--- config.mk ---
export PLATFORM = sky130hd
export DESIGN_NAME = adc_capture_top
export DESIGN_NICKNAME = d
export VERILOG_FILES = /design/src/verilog/adcfifo_pkg.sv /design/src/verilog/reg_adcfifo.sv /design/src/verilog/adc_sample_fifo.sv /design/src/verilog/fifo_error_tracker.sv /design/src/verilog/adc_capture_top.sv
export VERILOG_INCLUDE_DIRS = /design/src /design/src/verilog
export SDC_FILE = /design/constraint.sdc
export NUM_CORES = 1
export LEC_CHECK = 0
export ABC_AREA = 0
export BUFFER_PORTS_ARGS = -buffer_cell sky130_fd_sc_hd__clkbuf_2
export CAP_MARGIN = 30
export CELL_PAD_IN_SITES_DETAIL_PLACEMENT = 0
export CELL_PAD_IN_SITES_GLOBAL_PLACEMENT = 1
export CORE_AREA = 3 3 306 308
export CTS_CLUSTER_DIAMETER = 60
export CTS_CLUSTER_SIZE = 40
export DETAILED_ROUTE_END_ITERATION = 12
export DIE_AREA = 0 0 309 311
export PLACE_DENSITY = 0.62
export SYNTH_ARGS = -nofsm -noshare
export SYNTH_HDL_FRONTEND = slang
export SYNTH_SLANG_ARGS = --single-unit
--- constraint.sdc ---
create_clock -name clk_usb -period 4.6 [get_ports clk_usb]
set_input_delay 0.69 -clock clk_usb [delete_from_list [all_inputs] [get_ports clk_usb]]
set_output_delay 0.69 -clock clk_usb [all_outputs]
set_load 0.005 [all_outputs]
--- src/verilog/adcfifo_defines.svh ---
`ifndef ADCFIFO_DEFINES_SVH
`define ADCFIFO_DEFINES_SVH

// Power-of-two FIFO geometry
`define FIFO_DEPTH 64
`define FIFO_AW    6

// Datapath widths
`define ADC_W      12
`define BYTECNT_W  7
`define THRESH_W   17

// Stream segment threshold after reset
`define THRESH_RESET 17'd65536

// Register map
`define ADCREAD_ADDR             8'd3
`define FIFO_STAT                8'd16
`define FIFO_STATE               8'd17
`define FIFO_FIRST_ERROR         8'd18
`define FIFO_FIRST_ERROR_STATE   8'd19
`define DEBUG_FIFO_READS         8'd20
`define DEBUG_FIFO_READS_FREEZE  8'd21
`define STREAM_SEGMENT_THRESHOLD 8'd22
`define ADC_LOW_RES              8'd23
`define FIFO_UNDERFLOW_COUNT     8'd24
`define FIFO_NO_UNDERFLOW_ERROR  8'd25
`define CAPTURE_DONE             8'd26
`define FAST_FIFO_READ_MODE      8'd27

`endif

--- src/verilog/adcfifo_pkg.sv ---
package adcfifo_pkg;

  // One FIFO entry, seen as a sample or as two bytes
  typedef union packed {
    struct packed {
      logic [3:0]  pad;   // Always zero
      logic [11:0] value; // Raw ADC code
    } sample;
    logic [1:0][7:0] bytes; // bytes[0] is the low byte
  } fifo_word_u;

  typedef enum logic [2:0] {
    FS_IDLE      = 3'd0,
    FS_FILLING   = 3'd1,
    FS_DONE      = 3'd2,
    FS_OVERFLOW  = 3'd3,
    FS_UNDERFLOW = 3'd4
  } fifo_state_e;

  // Bit 0 overflow, 1 underflow, 2 threshold, 3 empty, 4 full
  typedef logic [15:0] fifo_stat_t;

endpackage

--- src/verilog/reg_adcfifo.sv ---
`timescale 1ns/1ns
`include "adcfifo_defines.svh"

module reg_adcfifo (
  input  logic                     clk_usb,
  input  logic                     reset,
  input  logic [7:0]               reg_address,
  input  logic [`BYTECNT_W-1:0]    reg_bytecnt,
  input  logic [7:0]               reg_datai,
  input  logic                     reg_read,
  input  logic                     reg_write,
  input  logic [7:0]               head_byte,
  input  adcfifo_pkg::fifo_stat_t  fifo_stat,
  input  adcfifo_pkg::fifo_state_e fifo_state,
  input  adcfifo_pkg::fifo_stat_t  first_error_stat,
  input  adcfifo_pkg::fifo_state_e first_error_state,
  input  logic [7:0]               underflow_count,
  input  logic                     capture_done,
  input  logic [31:0]              fifo_read_count,
  input  logic [31:0]              fifo_read_count_freeze,
  output logic [7:0]               reg_datao,
  output logic                     fifo_rd_en,
  output logic                     byte_sel,
  output logic                     low_res,
  output logic                     low_res_lsb,
  output logic [`THRESH_W-1:0]     stream_segment_threshold,
  output logic                     clear_fifo_errors,
  output logic                     no_underflow_errors
);

  logic        fast_fifo_read_mode;
  logic        reg_read_r;       // reg_read one cycle late
  logic        fifo_rd_en_reg;   // Slow mode pop strobe
  logic        last_byte;
  logic        read_rise;
  logic        pop_cond;
  logic [31:0] thresh_pad;

  assign thresh_pad = {{(32 - `THRESH_W){1'b0}}, stream_segment_threshold};

  // Low-res mode keeps one byte per word
  assign byte_sel  = low_res ? ~low_res_lsb : reg_bytecnt[0];
  assign last_byte = low_res | reg_bytecnt[0];

  assign read_rise = reg_read & ~reg_read_r;
  assign pop_cond  = read_rise && (reg_address == `ADCREAD_ADDR) && last_byte;

  // Fast mode saves a cycle by popping on the rising edge itself
  assign fifo_rd_en = fast_fifo_read_mode ? pop_cond : fifo_rd_en_reg;

  always_comb begin
    reg_datao = 8'h00;
    if (reg_read) begin
      case (reg_address)
        `ADCREAD_ADDR:             reg_datao = head_byte;
        `FIFO_STAT:                reg_datao = fifo_stat[{reg_bytecnt[0], 3'b000} +: 8];
        `FIFO_STATE:               reg_datao = {5'b0, fifo_state};
        `FIFO_FIRST_ERROR:         reg_datao = first_error_stat[{reg_bytecnt[0], 3'b000} +: 8];
        `FIFO_FIRST_ERROR_STATE:   reg_datao = {5'b0, first_error_state};
        `DEBUG_FIFO_READS:
          reg_datao = fifo_read_count[{reg_bytecnt[1:0], 3'b000} +: 8];
        `DEBUG_FIFO_READS_FREEZE:
          reg_datao = fifo_read_count_freeze[{reg_bytecnt[1:0], 3'b000} +: 8];
        `STREAM_SEGMENT_THRESHOLD: reg_datao = thresh_pad[{reg_bytecnt[1:0], 3'b000} +: 8];
        `ADC_LOW_RES:              reg_datao = {6'b0, low_res_lsb, low_res};
        `FIFO_UNDERFLOW_COUNT:     reg_datao = underflow_count;
        `FIFO_NO_UNDERFLOW_ERROR:  reg_datao = {7'b0, no_underflow_errors};
        `CAPTURE_DONE:             reg_datao = {7'b0, capture_done};
        `FAST_FIFO_READ_MODE:      reg_datao = {7'b0, fast_fifo_read_mode};
        default:                   reg_datao = 8'h00;
      endcase
    end
  end

  // Writable configuration
  always_ff @(posedge clk_usb) begin
    if (reset) begin
      low_res                  <= 1'b0;
      low_res_lsb              <= 1'b0;
      clear_fifo_errors        <= 1'b0;
      no_underflow_errors      <= 1'b0;
      stream_segment_threshold <= `THRESH_RESET;
    end else if (reg_write) begin
      case (reg_address)
        `ADC_LOW_RES:             {low_res_lsb, low_res} <= reg_datai[1:0];
        `FIFO_STAT:               clear_fifo_errors <= reg_datai[0]; // Held until rewritten
        `FIFO_NO_UNDERFLOW_ERROR: no_underflow_errors <= reg_datai[0];
        `STREAM_SEGMENT_THRESHOLD: begin
          case (reg_bytecnt[1:0])
            2'd0:    stream_segment_threshold[7:0]  <= reg_datai;
            2'd1:    stream_segment_threshold[15:8] <= reg_datai;
            2'd2:    stream_segment_threshold[16]   <= reg_datai[0];
            default: ;
          endcase
        end
        default: ;
      endcase
    end
  end

  // Fast read mode drops out on any other register write
  always_ff @(posedge clk_usb) begin
    if (reset) begin
      fast_fifo_read_mode <= 1'b0;
    end else if (reg_write) begin
      if (reg_address == `FAST_FIFO_READ_MODE)
        fast_fifo_read_mode <= reg_datai[0];
      else
        fast_fifo_read_mode <= 1'b0;
    end
  end

  always_ff @(posedge clk_usb) begin
    if (reset) begin
      reg_read_r     <= 1'b0;
      fifo_rd_en_reg <= 1'b0;
    end else begin
      reg_read_r     <= reg_read;
      fifo_rd_en_reg <= pop_cond; // One cycle after the read edge
    end
  end

endmodule

--- src/verilog/adc_sample_fifo.sv ---
`timescale 1ns/1ns
`include "adcfifo_defines.svh"

module adc_sample_fifo (
  input  logic                 clk_usb,
  input  logic                 reset,
  input  logic [`ADC_W-1:0]    adc_data,
  input  logic                 adc_valid,
  input  logic                 fifo_rd_en,
  input  logic                 byte_sel,
  input  logic [`THRESH_W-1:0] stream_segment_threshold,
  output logic [7:0]           head_byte,
  output logic                 empty,
  output logic                 full,
  output logic                 thresh_hit,
  output logic                 write_attempt,
  output logic                 pop_empty
);

  adcfifo_pkg::fifo_word_u mem [`FIFO_DEPTH];

  adcfifo_pkg::fifo_word_u wr_word;
  adcfifo_pkg::fifo_word_u head_word;

  logic [`FIFO_AW-1:0] wr_ptr;
  logic [`FIFO_AW-1:0] rd_ptr;
  logic [`FIFO_AW:0]   count;
  logic                do_write;
  logic                do_pop;

  assign empty = (count == '0);
  assign full  = (count == `FIFO_DEPTH);

  assign do_write = adc_valid & ~full;
  assign do_pop   = fifo_rd_en & ~empty;

  // Single-cycle indications for the tracker
  assign write_attempt = adc_valid & full;
  assign pop_empty     = fifo_rd_en & empty;

  assign thresh_hit = ({{(`THRESH_W - `FIFO_AW - 1){1'b0}}, count} >= stream_segment_threshold);

  always_comb begin
    wr_word.sample.pad   = 4'h0;
    wr_word.sample.value = adc_data;
  end

  // Head word split into bytes
  assign head_word = mem[rd_ptr];
  assign head_byte = head_word.bytes[byte_sel];

  // Sample storage
  always_ff @(posedge clk_usb) begin
    if (do_write)
      mem[wr_ptr] <= wr_word;
  end

  always_ff @(posedge clk_usb) begin
    if (reset) begin
      wr_ptr <= '0;
      rd_ptr <= '0;
      count  <= '0;
    end else begin
      if (do_write)
        wr_ptr <= wr_ptr + 1'b1; // Wraps at depth
      if (do_pop)
        rd_ptr <= rd_ptr + 1'b1;
      case ({do_write, do_pop})
        2'b10:   count <= count + 1'b1;
        2'b01:   count <= count - 1'b1;
        default: count <= count; // Both or neither
      endcase
    end
  end

endmodule

--- src/verilog/fifo_error_tracker.sv ---
`timescale 1ns/1ns

module fifo_error_tracker (
  input  logic                     clk_usb,
  input  logic                     reset,
  input  logic                     adc_valid_drop,
  input  logic                     pop_empty,
  input  logic                     fifo_rd_en,
  input  logic                     empty,
  input  logic                     full,
  input  logic                     thresh_hit,
  input  logic                     capture_done,
  input  logic                     clear_fifo_errors,
  input  logic                     no_underflow_errors,
  output adcfifo_pkg::fifo_stat_t  fifo_stat,
  output adcfifo_pkg::fifo_state_e fifo_state,
  output adcfifo_pkg::fifo_stat_t  first_error_stat,
  output adcfifo_pkg::fifo_state_e first_error_state,
  output logic [7:0]               underflow_count,
  output logic [31:0]              fifo_read_count,
  output logic [31:0]              fifo_read_count_freeze
);

  logic overflow;
  logic underflow;
  logic overflow_nxt;
  logic underflow_nxt;
  logic first_seen;   // Snapshot taken since last clear

  function automatic adcfifo_pkg::fifo_state_e state_of(input logic ovf, input logic unf,
                                                        input logic done, input logic emp);
    if (ovf)       return adcfifo_pkg::FS_OVERFLOW;
    else if (unf)  return adcfifo_pkg::FS_UNDERFLOW;
    else if (done) return adcfifo_pkg::FS_DONE;
    else if (!emp) return adcfifo_pkg::FS_FILLING;
    else           return adcfifo_pkg::FS_IDLE;
  endfunction

  assign overflow_nxt  = overflow | adc_valid_drop;
  assign underflow_nxt = underflow | (pop_empty & ~no_underflow_errors); // Masked when asked

  assign fifo_stat  = {11'b0, full, empty, thresh_hit, underflow, overflow};
  assign fifo_state = state_of(overflow, underflow, capture_done, empty);

  always_ff @(posedge clk_usb) begin
    if (reset || clear_fifo_errors) begin
      overflow          <= 1'b0;
      underflow         <= 1'b0;
      first_seen        <= 1'b0;
      first_error_stat  <= '0;
      first_error_state <= adcfifo_pkg::FS_IDLE;
      underflow_count   <= 8'd0;
    end else begin
      overflow  <= overflow_nxt;
      underflow <= underflow_nxt;
      // Capture what the status looks like once the error lands
      if ((overflow_nxt | underflow_nxt) && !first_seen) begin
        first_seen        <= 1'b1;
        first_error_stat  <= {11'b0, full, empty, thresh_hit, underflow_nxt, overflow_nxt};
        first_error_state <= state_of(overflow_nxt, underflow_nxt, capture_done, empty);
      end
      if (pop_empty && underflow_count != 8'hff)
        underflow_count <= underflow_count + 8'd1; // Saturates
    end
  end

  // Debug read counters
  always_ff @(posedge clk_usb) begin
    if (reset) begin
      fifo_read_count        <= 32'd0;
      fifo_read_count_freeze <= 32'd0;
    end else begin
      if (fifo_rd_en)
        fifo_read_count <= fifo_read_count + 32'd1;
      if (!(overflow | underflow))
        fifo_read_count_freeze <= fifo_read_count;
    end
  end

endmodule

--- src/verilog/adc_capture_top.sv ---
`timescale 1ns/1ns
`include "adcfifo_defines.svh"

module adc_capture_top (
  input  logic                     clk_usb,
  input  logic                     reset,
  input  logic [7:0]               reg_address,
  input  logic [`BYTECNT_W-1:0]    reg_bytecnt,
  input  logic [7:0]               reg_datai,
  input  logic                     reg_read,
  input  logic                     reg_write,
  input  logic [`ADC_W-1:0]        adc_data,
  input  logic                     adc_valid,
  input  logic                     capture_done,
  output logic [7:0]               reg_datao,
  output adcfifo_pkg::fifo_stat_t  fifo_stat,
  output adcfifo_pkg::fifo_state_e fifo_state
);

  logic                     fifo_rd_en;
  logic                     byte_sel;
  logic                     low_res;
  logic                     low_res_lsb;
  logic [`THRESH_W-1:0]     stream_segment_threshold;
  logic                     clear_fifo_errors;
  logic                     no_underflow_errors;
  logic [7:0]               head_byte;
  logic                     empty;
  logic                     full;
  logic                     thresh_hit;
  logic                     write_attempt;
  logic                     pop_empty;
  adcfifo_pkg::fifo_stat_t  first_error_stat;
  adcfifo_pkg::fifo_state_e first_error_state;
  logic [7:0]               underflow_count;
  logic [31:0]              fifo_read_count;
  logic [31:0]              fifo_read_count_freeze;

  reg_adcfifo u_reg (
    .clk_usb, .reset, .reg_address, .reg_bytecnt, .reg_datai, .reg_read, .reg_write,
    .head_byte, .fifo_stat, .fifo_state, .first_error_stat, .first_error_state,
    .underflow_count, .capture_done, .fifo_read_count, .fifo_read_count_freeze,
    .reg_datao, .fifo_rd_en, .byte_sel, .low_res, .low_res_lsb,
    .stream_segment_threshold, .clear_fifo_errors, .no_underflow_errors
  );

  adc_sample_fifo u_fifo (
    .clk_usb, .reset, .adc_data, .adc_valid, .fifo_rd_en, .byte_sel,
    .stream_segment_threshold, .head_byte, .empty, .full, .thresh_hit,
    .write_attempt, .pop_empty
  );

  fifo_error_tracker u_track (
    .clk_usb, .reset, .adc_valid_drop(write_attempt), .pop_empty, .fifo_rd_en,
    .empty, .full, .thresh_hit, .capture_done, .clear_fifo_errors, .no_underflow_errors,
    .fifo_stat, .fifo_state, .first_error_stat, .first_error_state, .underflow_count,
    .fifo_read_count, .fifo_read_count_freeze
  );

endmodule

==> flow_summary.rst, run 1 <==
.. list-table::
   :header-rows: 1

   * - Metric
     - Value
   * - Synth area leaders
     - edfxtp_1 (63%), mux4_2 (13%), dfxtp_1 (7.3%)
   * - Via total after detailed routing
     - 20040
   * - Max reg flops
     - 768
   * - Maximum number of pins on one net before global-route repair
     - 65
   * - Internal power contribution
     - ~12 mW
   * - Switching Fraction
     - 22.66%
   * - Fin. max-slew vios
     - 0
   * - Pwr/cell area
     - 379.6 nW/µm²
   * - Number of buffers inserted by port buffering
     - 51
   * - Clock transition time at the flip-flop clock pins of the worst setup and hold paths
     - approximately 90 ps
   * - Worst flop-to-flop path endpoint
     - u_fifo.count[6]
   * - Ratio of cells with drive above 1 in the final layout
     - 23.93%
   * - CTS tree
     - yes
   * - # clock sinks
     - 900
   * - Net switching power
     - 3.549 mW
   * - Syn Area/Cell
     - about 17 µm²
   * - Register-to-Register Path Depth
     - 14
   * - Avg Vias per Cell
     - between 5 and 6
   * - Worst vdd rail ir drop
     - 0.0002852 V
   * - Source-to-sink clock delay at the later pin of the worst-skew pair
     - 630 ps
   * - Remaining routing DRC violations
     - 0
   * - Reg2reg setup slack
     - 740 ps
   * - Proportion of synthesized chip area in sequential cells
     - 70.67%
   * - Post-layout minimum cycle time
     - 4333 ps
   * - Fmax
     - ~230 MHz
   * - Cell accounting for the most synthesized area
     - edfxtp_1
   * - Count of pins on the block boundary
     - 68
   * - Worst clock skew on the final layout
     - 30.66 ps
   * - # fillers
     - 7860
   * - Required time of the worst setup path
     - about 4000 ps
   * - Floorplan die area
     - 96100 µm²
   * - Transition time at the pin with the least slew margin
     - roughly 850 ps
   * - CTS root buffer
     - clkbuf_16
   * - Top cell type's share of synthesized area
     - 63.40%
   * - RSZ-0062 raised after global routing
     - false
   * - FF+latch count, synth
     - 900
   * - Ys flop type
     - edfxtp_1
   * - Setup TNS after final layout
     - 0 ps
   * - Die span in x
     - about 310 µm
   * - Endpoint of the worst hold path
     - u_reg.stream_segment_threshold[15]
   * - Hold Fails Final Rpt
     - 0
   * - Area of the multi-input gates
     - approximately 9900 µm²
   * - Max-cap violations
     - 0
   * - Initial DRC Count
     - ~2200
   * - Leakage power
     - 13.07 nW
   * - Worst R2R Start
     - u_fifo.count[0]
   * - Leading registers by flop count
     - u_fifo.mem x768, u_track.fifo_read_count x32, u_track.fifo_read_count_freeze x32
   * - Placeable core region
     - 91390 µm²
   * - HPWL after detailed placement
     - between 60000 and 70000 µm
   * - CTS H-tree lvls
     - 3
   * - Min-delay src
     - reg_datai[7]
   * - Crit start category
     - flop
   * - Normalized max-slew margin
     - 43.48%
   * - Storage element area
     - 25710 µm²
   * - Layout-stage area growth over the synthesis result
     - 13.44%
   * - Initial antenna violation count
     - 2
   * - Mapped Area
     - around 36000 µm²
   * - Portion of total power attributed to the clock network
     - about 41%
   * - Detailed Routing Iterations Pass 1
     - 5
   * - Final hold slack
     - about 330 ps
   * - Pwr Total
     - 15.66 mW
   * - Leftover overflow at the end of global routing
     - 0
   * - Wire length of the first global-routing pass
     - 137100 µm
   * - Number of distinct library cells after synthesis
     - 77
   * - Setup Viol. Count Final
     - 0
   * - Count of yosys warnings during synthesis
     - 0
   * - Number of nets in the layout
     - 2361
   * - Initial core utilization
     - between 30% and 40%
   * - Num CTS Buffers
     - 68
   * - Data arrival time of the worst path
     - 3640 ps
   * - Classification of the worst-slack hold path
     - input pin to flop
   * - Count of flip-flops with a built-in enable after synthesis
     - 768
   * - Number of global-route vias before repair
     - 19980
   * - Clock tree buffer depth
     - 3
   * - WL/cell
     - 26.37 µm
   * - WHS Path Cells
     - 3
   * - Number of instances in the synthesized netlist
     - 2148
   * - Period Utilization, post-route
     - around 94%
   * - Synth async-reset ratio
     - 0%
   * - Post-route antenna net violation count
     - 0
   * - Power share of the combinational group
     - 2.2%
   * - Die Span Y
     - 311 µm
   * - Crit Path Category
     - flop to output pin
   * - Total routing resource utilization after global routing
     - roughly a fifth
   * - Maximum net fanout on the critical path
     - 12
   * - RePlAce Congestion
     - 0.8392
   * - Inst Count DP
     - 3412
   * - Sort of element at the end of the critical path
     - output pin
   * - Top register by number of flip-flops
     - u_fifo.mem
   * - Count of standard-cell rows
     - 111
   * - Aggregate routed wire length
     - 93460 µm
   * - Result of the run
     - complete, no violations
   * - Seq pwr share
     - 56.6%
   * - Post-route non-filler standard cell count
     - 3544
synth_stat cells, types with 3 or more instances:
master,count
nor3_1,20
a221o_1,14
nor4_1,7
mux2_2,3
a22oi_1,19
mux2i_1,41
dfxtp_1,132
nand2_1,148
nor2b_1,15
o31ai_1,5
and3_1,16
nand4_1,10
o41ai_1,3
a22o_1,4
o22ai_1,9
o21a_1,3
a31oi_1,14
o2111ai_1,4
a21oi_1,91
a221oi_2,3
o21ai_1,5
xnor2_1,21
o21ai_0,35
a221oi_1,19
buf_2,28
a2111oi_0,3
a21o_1,6
nor2_1,189
nand2b_1,9
and2_1,3
nand3_1,48
or3_1,20
a211oi_1,4
mux4_2,211
buf_6,5
or2_2,4
clkbuf_1,50
edfxtp_1,768
ha_1,17
buf_4,37
xor2_1,14
and4_1,4
buf_1,10
inv_1,34
routing by layer:
metal | global-route usage [%] | routed length, µm | up-vias
li1 | - | - | 8793
met4 | 4.504 | 2055 | 2
met1 | 28.55 | 41420 | 10450
met3 | 3.948 | 6457 | 119
met2 | 30.21 | 43510 | 680
met5 | 0 | 12 | -
power groups by stage:
stage	combinational [mW]	clock (mW)	sequential [mW]
final	0.349	6.45	8.86
after global routing	0.379	6.92	8.87
after CTS	0.354	6.63	8.86
after detailed placement	0.354	0	9.05
after global placement	0.337	0	9.05
after floorplan	0.137	0	9.05
cells in the final DEF (no fill, tap or decap), types with 5 or more instances in the layout:
cell type / instances
nor4_1: 7
clkbuf_2: 50
dfxtp_1: 129
o31ai_1: 5
a21o_1: 6
buf_12: 10
buf_6: 6
conb_1: 11
xor2_1: 14
xnor2_1: 21
o21ai_1: 5
a221oi_1: 18
inv_6: 20
clkinv_8: 5
inv_1: 33
nand2b_1: 9
nor2b_1: 15
nor2_1: 188
inv_12: 5
mux4_2: 211
inv_8: 6
and3_1: 16
a221o_1: 14
o22ai_1: 9
nor3_1: 20
mux2i_1: 41
clkbuf_16: 71
buf_4: 135
a31oi_1: 14
nand4_1: 10
nand2_1: 148
inv_16: 5
nand3_1: 48
or3_1: 20
edfxtp_1: 768
a21oi_1: 91
a22oi_1: 19
o21ai_0: 35
ha_1: 17
critical path, cell delays in order, from the launching register on:
cell	delay, ps
dfxtp_2	360
clkinv_1	540
nor2_1	680
buf_4	250
a22oi_1	70
nand2_1	210
a21oi_1	110
o21a_1	210
a41oi_1	370
clkbuf_2	190
final cells by class:
type | instances | share of cell area [%]
timing repair buffer | 204 | 3.912
tap | 1186 | 3.596
clock inverter | 52 | 1.571
multi-input combinational | 1091 | 23.94
antenna | 1 | 0.006064
inverter | 37 | 0.3366
clock buffer | 73 | 4.324
sequential | 900 | 62.32
what timing repair did:
action	4_1_cts	5_1_grt
setup endpoints to repair	5	3
hold buffers	0	0
setup buffers	1	5
resized for setup	0	1
kinds of logic (layout without fill, tap and decap cells):
logic type | Yosys count | count (layout) | synth area share (%)
other | 1 | 12 | 0.01031
and+or+nand+nor | 511 | 511 | 6.446
AOI/OAI and AO/OA | 261 | 261 | 4.805
xor gates and xnor gates | 35 | 35 | 0.8428
adders and majority gates | 18 | 18 | 0.6398
DFF | 900 | 900 | 70.67
muxes | 255 | 255 | 14.29
buffers and inverters | 167 | 366 | 2.305
worst max path at each step:
stage | to | from | slack [ps]
after floorplan | u_fifo.count[6] | reg_address[5] | 910
after detailed placement | reg_datao[0] | reg_address[5] | 440
after global placement | reg_datao[2] | reg_address[5] | 450
after CTS | reg_datao[6] | flop | 100
after global routing | reg_datao[1] | flop | 150
final | reg_datao[3] | flop | 270
per-stage QoR:
step                      util, %  area (µm²)  worst slack (ps)
after floorplan                 -       36410             905.2
after global placement      42.25       38610             454.3
after detailed placement    42.38       38730             439.6
after CTS                   45.08       41190             96.52
after global routing        45.15       41260             147.9
final                       45.15       41260             266.7
No activity file was read; power rests on OpenSTA's default activity.
==> inputs of run 2 (changes only) <==
--- a/config.mk
+++ b/config.mk
@@ -11,11 +11,11 @@
 export CAP_MARGIN = 30
 export CELL_PAD_IN_SITES_DETAIL_PLACEMENT = 0
 export CELL_PAD_IN_SITES_GLOBAL_PLACEMENT = 1
-export CORE_AREA = 3 3 306 308
+export CORE_AREA = 3 3 365 259
 export CTS_CLUSTER_DIAMETER = 60
 export CTS_CLUSTER_SIZE = 40
 export DETAILED_ROUTE_END_ITERATION = 12
-export DIE_AREA = 0 0 309 311
+export DIE_AREA = 0 0 368 262
 export PLACE_DENSITY = 0.62
 export SYNTH_ARGS = -nofsm -noshare
 export SYNTH_HDL_FRONTEND = slang
==> constraint.sdc (replaced) <==
create_clock -name clk_usb -period 5.5 [get_ports clk_usb]
set_input_delay 0.825 -clock clk_usb [delete_from_list [all_inputs] [get_ports clk_usb]]
set_output_delay 0.825 -clock clk_usb [all_outputs]
set_load 0.005 [all_outputs]
==> run 2 against run 1 <==
Routed wire length is 2.4% higher. Sequential share of layout area grew 1.5 points. Sequential cell count did not move. Hold slack improved by 120 ps. Largest power group unchanged. Highest routed layer is now met4.
==> flow_summary.rst, run 2 (synthesis gave the netlist of run 1 again) <==
.. list-table::
   :header-rows: 1

   * - Metric
     - Value
   * - Final hold slack
     - 444.7 ps (was 328.5 ps)
   * - Hold Fails Final Rpt
     - 0 (unchanged)
   * - Leakage power
     - 12.49 nW (was 13.07 nW)
   * - Pwr/cell area
     - 300.6 nW/µm² (was 379.6 nW/µm²)
   * - Layout-stage area growth over the synthesis result
     - 10.77% (was 13.44%)
   * - Detailed Routing Iterations Pass 1
     - 6 (was 5)
   * - Clock transition time at the flip-flop clock pins of the worst setup and hold paths
     - 110 ps (was 90 ps)
   * - Via total after detailed routing
     - 20040 (about the same)
   * - Net switching power
     - 2.826 mW (was 3.549 mW)
   * - Result of the run
     - complete, no violations (unchanged)
   * - Wire length of the first global-routing pass
     - 137200 µm (was 137100 µm)
   * - Initial DRC Count
     - 2490 (was 2222)
   * - Required time of the worst setup path
     - 4680 ps (was 3910 ps)
   * - Top register by number of flip-flops
     - u_fifo.mem (unchanged)
   * - Storage element area
     - 25710 µm² (unchanged)
   * - Internal power contribution
     - 9.286 mW (was 12.11 mW)
   * - Die span in x
     - 368 µm (was 309 µm)
   * - Source-to-sink clock delay at the later pin of the worst-skew pair
     - 670 ps (was 630 ps)
   * - Maximum net fanout on the critical path
     - 35 (was 12)
   * - Hold-fix buffers, CTS
     - 0 (unchanged)
   * - Aggregate routed wire length
     - 95690 µm (was 93460 µm)
   * - Maximum number of pins on one net before global-route repair
     - 74 (was 65)
   * - Power share of the combinational group
     - 2.4% (was 2.2%)
   * - Ratio of cells with drive above 1 in the final layout
     - 21.50% (was 23.93%)
   * - Post-route antenna net violation count
     - 0 (unchanged)
   * - Initial antenna violation count
     - 6 (was 2)
   * - CTS H-tree lvls
     - 2 (was 3)
   * - Avg Vias per Cell
     - 5.700 (was 5.655)
   * - Number of global-route vias before repair
     - 19230 (was 19980)
   * - Leftover overflow at the end of global routing
     - 0 (unchanged)
   * - Setup Viol. Count Final
     - 0 (unchanged)
   * - Cells along the critical path
     - mux4_2 > a22o_1 > a221oi_1 > or3_1 > o31ai_1 > nor3_1 > a31oi_1 > clkbuf_2 (was clkinv_1 > nor2_1 > buf_4 > a22oi_1 > nand2_1 > a21oi_1 > o21a_1 > a41oi_1 > clkbuf_2)
   * - Setup slack at placement
     - 920.3 ps (was 439.6 ps)
   * - CTS tree
     - yes (unchanged)
   * - RePlAce Congestion
     - 0.9547 (was 0.8392)
   * - Placeable core region
     - 91460 µm² (was 91390 µm²)
   * - Number of nets in the layout
     - 2301 (was 2361)
   * - Number of buffers inserted by port buffering
     - 51 (unchanged)
   * - Max-cap violations
     - 0 (unchanged)
   * - HPWL after detailed placement
     - 63080 µm (was 60880 µm)
   * - Switching Fraction
     - 23.33% (was 22.66%)
   * - RSZ-0062 raised after global routing
     - false (unchanged)
   * - Die Span Y
     - 262 µm (was 311 µm)
   * - Most common cell after layout, fill and taps aside
     - edfxtp_1 (unchanged)
   * - Data arrival time of the worst path
     - 4080 ps (was 3640 ps)
   * - Count of pins on the block boundary
     - 68 (unchanged)
   * - Slowest CP cell
     - dfxtp_4 (was nor2_1)
   * - Period Utilization, post-route
     - ~90%
   * - Portion of total power attributed to the clock network
     - 36.4% (was 41.2%)
   * - Commonest cells after routing, fill and taps aside
     - edfxtp_1 (768), mux4_2 (211), nor2_1 (185) (was edfxtp_1 (768), mux4_2 (211), nor2_1 (188))
   * - Worst path max stage delay
     - 890 ps (was 680 ps)
   * - Leading registers by flop count
     - u_fifo.mem x768, u_track.fifo_read_count x32, u_track.fifo_read_count_freeze x32 (unchanged)
   * - Fin. max-slew vios
     - 0 (unchanged)
   * - Post-CTS repair timing setup buffer count
     - 0 (was 1)
   * - Fmax
     - between 200 and 250 MHz
   * - Count of standard-cell rows
     - 93 (was 111)
   * - Setup TNS after final layout
     - 0 ps (unchanged)
   * - Transition time at the pin with the least slew margin
     - 1017 ps (was 847.8 ps)
   * - CTS root buffer
     - clkbuf_16 (unchanged)
   * - Post-layout minimum cycle time
     - 4908 ps
   * - WL/cell
     - 27.22 µm (was 26.37 µm)
   * - Post-route worst setup slack
     - 592.4 ps (was 266.7 ps)
   * - Crit Path Category
     - flop to output pin (unchanged)
   * - Clock tree buffer depth
     - 3 (unchanged)
   * - Max reg flops
     - 768 (unchanged)
   * - Count of cells resized by post-cts repair
     - 0 (unchanged)
   * - Worst clock skew on the final layout
     - 46.52 ps (was 30.66 ps)
   * - Num CTS Buffers
     - 45 (was 68)
   * - Seq pwr share
     - 61.2% (was 56.6%)
   * - Area of the multi-input gates
     - 9879 µm² (was 9878 µm²)
   * - Normalized max-slew margin
     - 32.14% (was 43.48%)
   * - Floorplan die area
     - 96420 µm² (was 96100 µm²)
   * - Crit start category
     - flop (unchanged)
   * - Sort of element at the end of the critical path
     - output pin (unchanged)
   * - Remaining routing DRC violations
     - 0 (unchanged)
   * - Total routing resource utilization after global routing
     - 19.61% (was 19.51%)
   * - Worst vdd rail ir drop
     - 0.0002417 V (was 0.0002852 V)
   * - # clock sinks
     - 900 (unchanged)
   * - Initial core utilization
     - 39.77% (was 39.80%)
   * - # fillers
     - 7999 (was 7860)
   * - Classification of the worst-slack hold path
     - input pin to flop (unchanged)
[run 2: cell types whose count changed in the layout (fill, tap and decap cells not counted), sizes merged]
cell / change
clkinv: -2
inv: -13
clkbuf: -24
buf: -37
bufinv: -2
diode: +1
[run 2: worst paths after layout]
| check | endpoint | cells past startpoint | from | slack [ps] |
|---|---|---|---|---|
| worst max-delay path | reg_datao[1] | 8 | flop | 590 |
| worst min-delay path | u_reg.stream_segment_threshold[4] | 3 | reg_datai[4] | 440 |
| worst max register to register | u_fifo.count[6] | 14 | u_fifo.count[0] | 1320 |
| worst min register to register | u_track.fifo_read_count_freeze[6] | 2 | u_track.fifo_read_count_freeze[6] | 460 |
[run 2: metal layers]
metal / part of all wire (%) / track usage [%] / vias up
li1: - / - / 8640
met5: 0 / 0 / -
met1: 47 / 31.28 / 10560
met3: 8.7 / 4.190 / 94
met4: 1.7 / 4.006 / 0
met2: 42 / 27.49 / 747
[run 2: through the flow]
step	cell area, µm²	utilization, %	total power [mW]	cells
after global placement	38380	41.96	7.848	3416
final	40290	44.05	12.11	3516
after detailed placement	38510	42.11	7.860	3430
after global routing	40290	44.05	12.49	3514
after floorplan	36410	-	7.682	2158
after CTS	40290	44.05	12.23	3514
[run 2: final cells by class]
type | count | share of cell area, %
diodes | 2 | 0.01242
well taps | 1235 | 3.835
clock buffers | 49 | 2.962
repair buffers | 167 | 3.062
inverters | 37 | 0.3447
multi-input cells | 1091 | 24.52
flip-flops and latches | 900 | 63.82
clock inverters | 35 | 1.447
[run 2: worst max-delay path, delay by kind of cell, from the launching register on]
kind                   cells  cell delay, ps
AO/OA/AOI/OAI              4            1320
buffers and inverters      1             210
flip-flops                 1             890
multiplexers               1             590
AND/OR/NAND/NOR            2             420
[run 2: power groups by stage]
| stage | logic, mW | registers, mW | clock network [mW] |
|---|---|---|---|
| after floorplan | 0.114 | 7.57 | 0 |
| after global placement | 0.280 | 7.57 | 0 |
| after detailed placement | 0.291 | 7.57 | 0 |
| after CTS | 0.291 | 7.41 | 4.53 |
| after global routing | 0.314 | 7.42 | 4.75 |
| final | 0.291 | 7.41 | 4.41 |
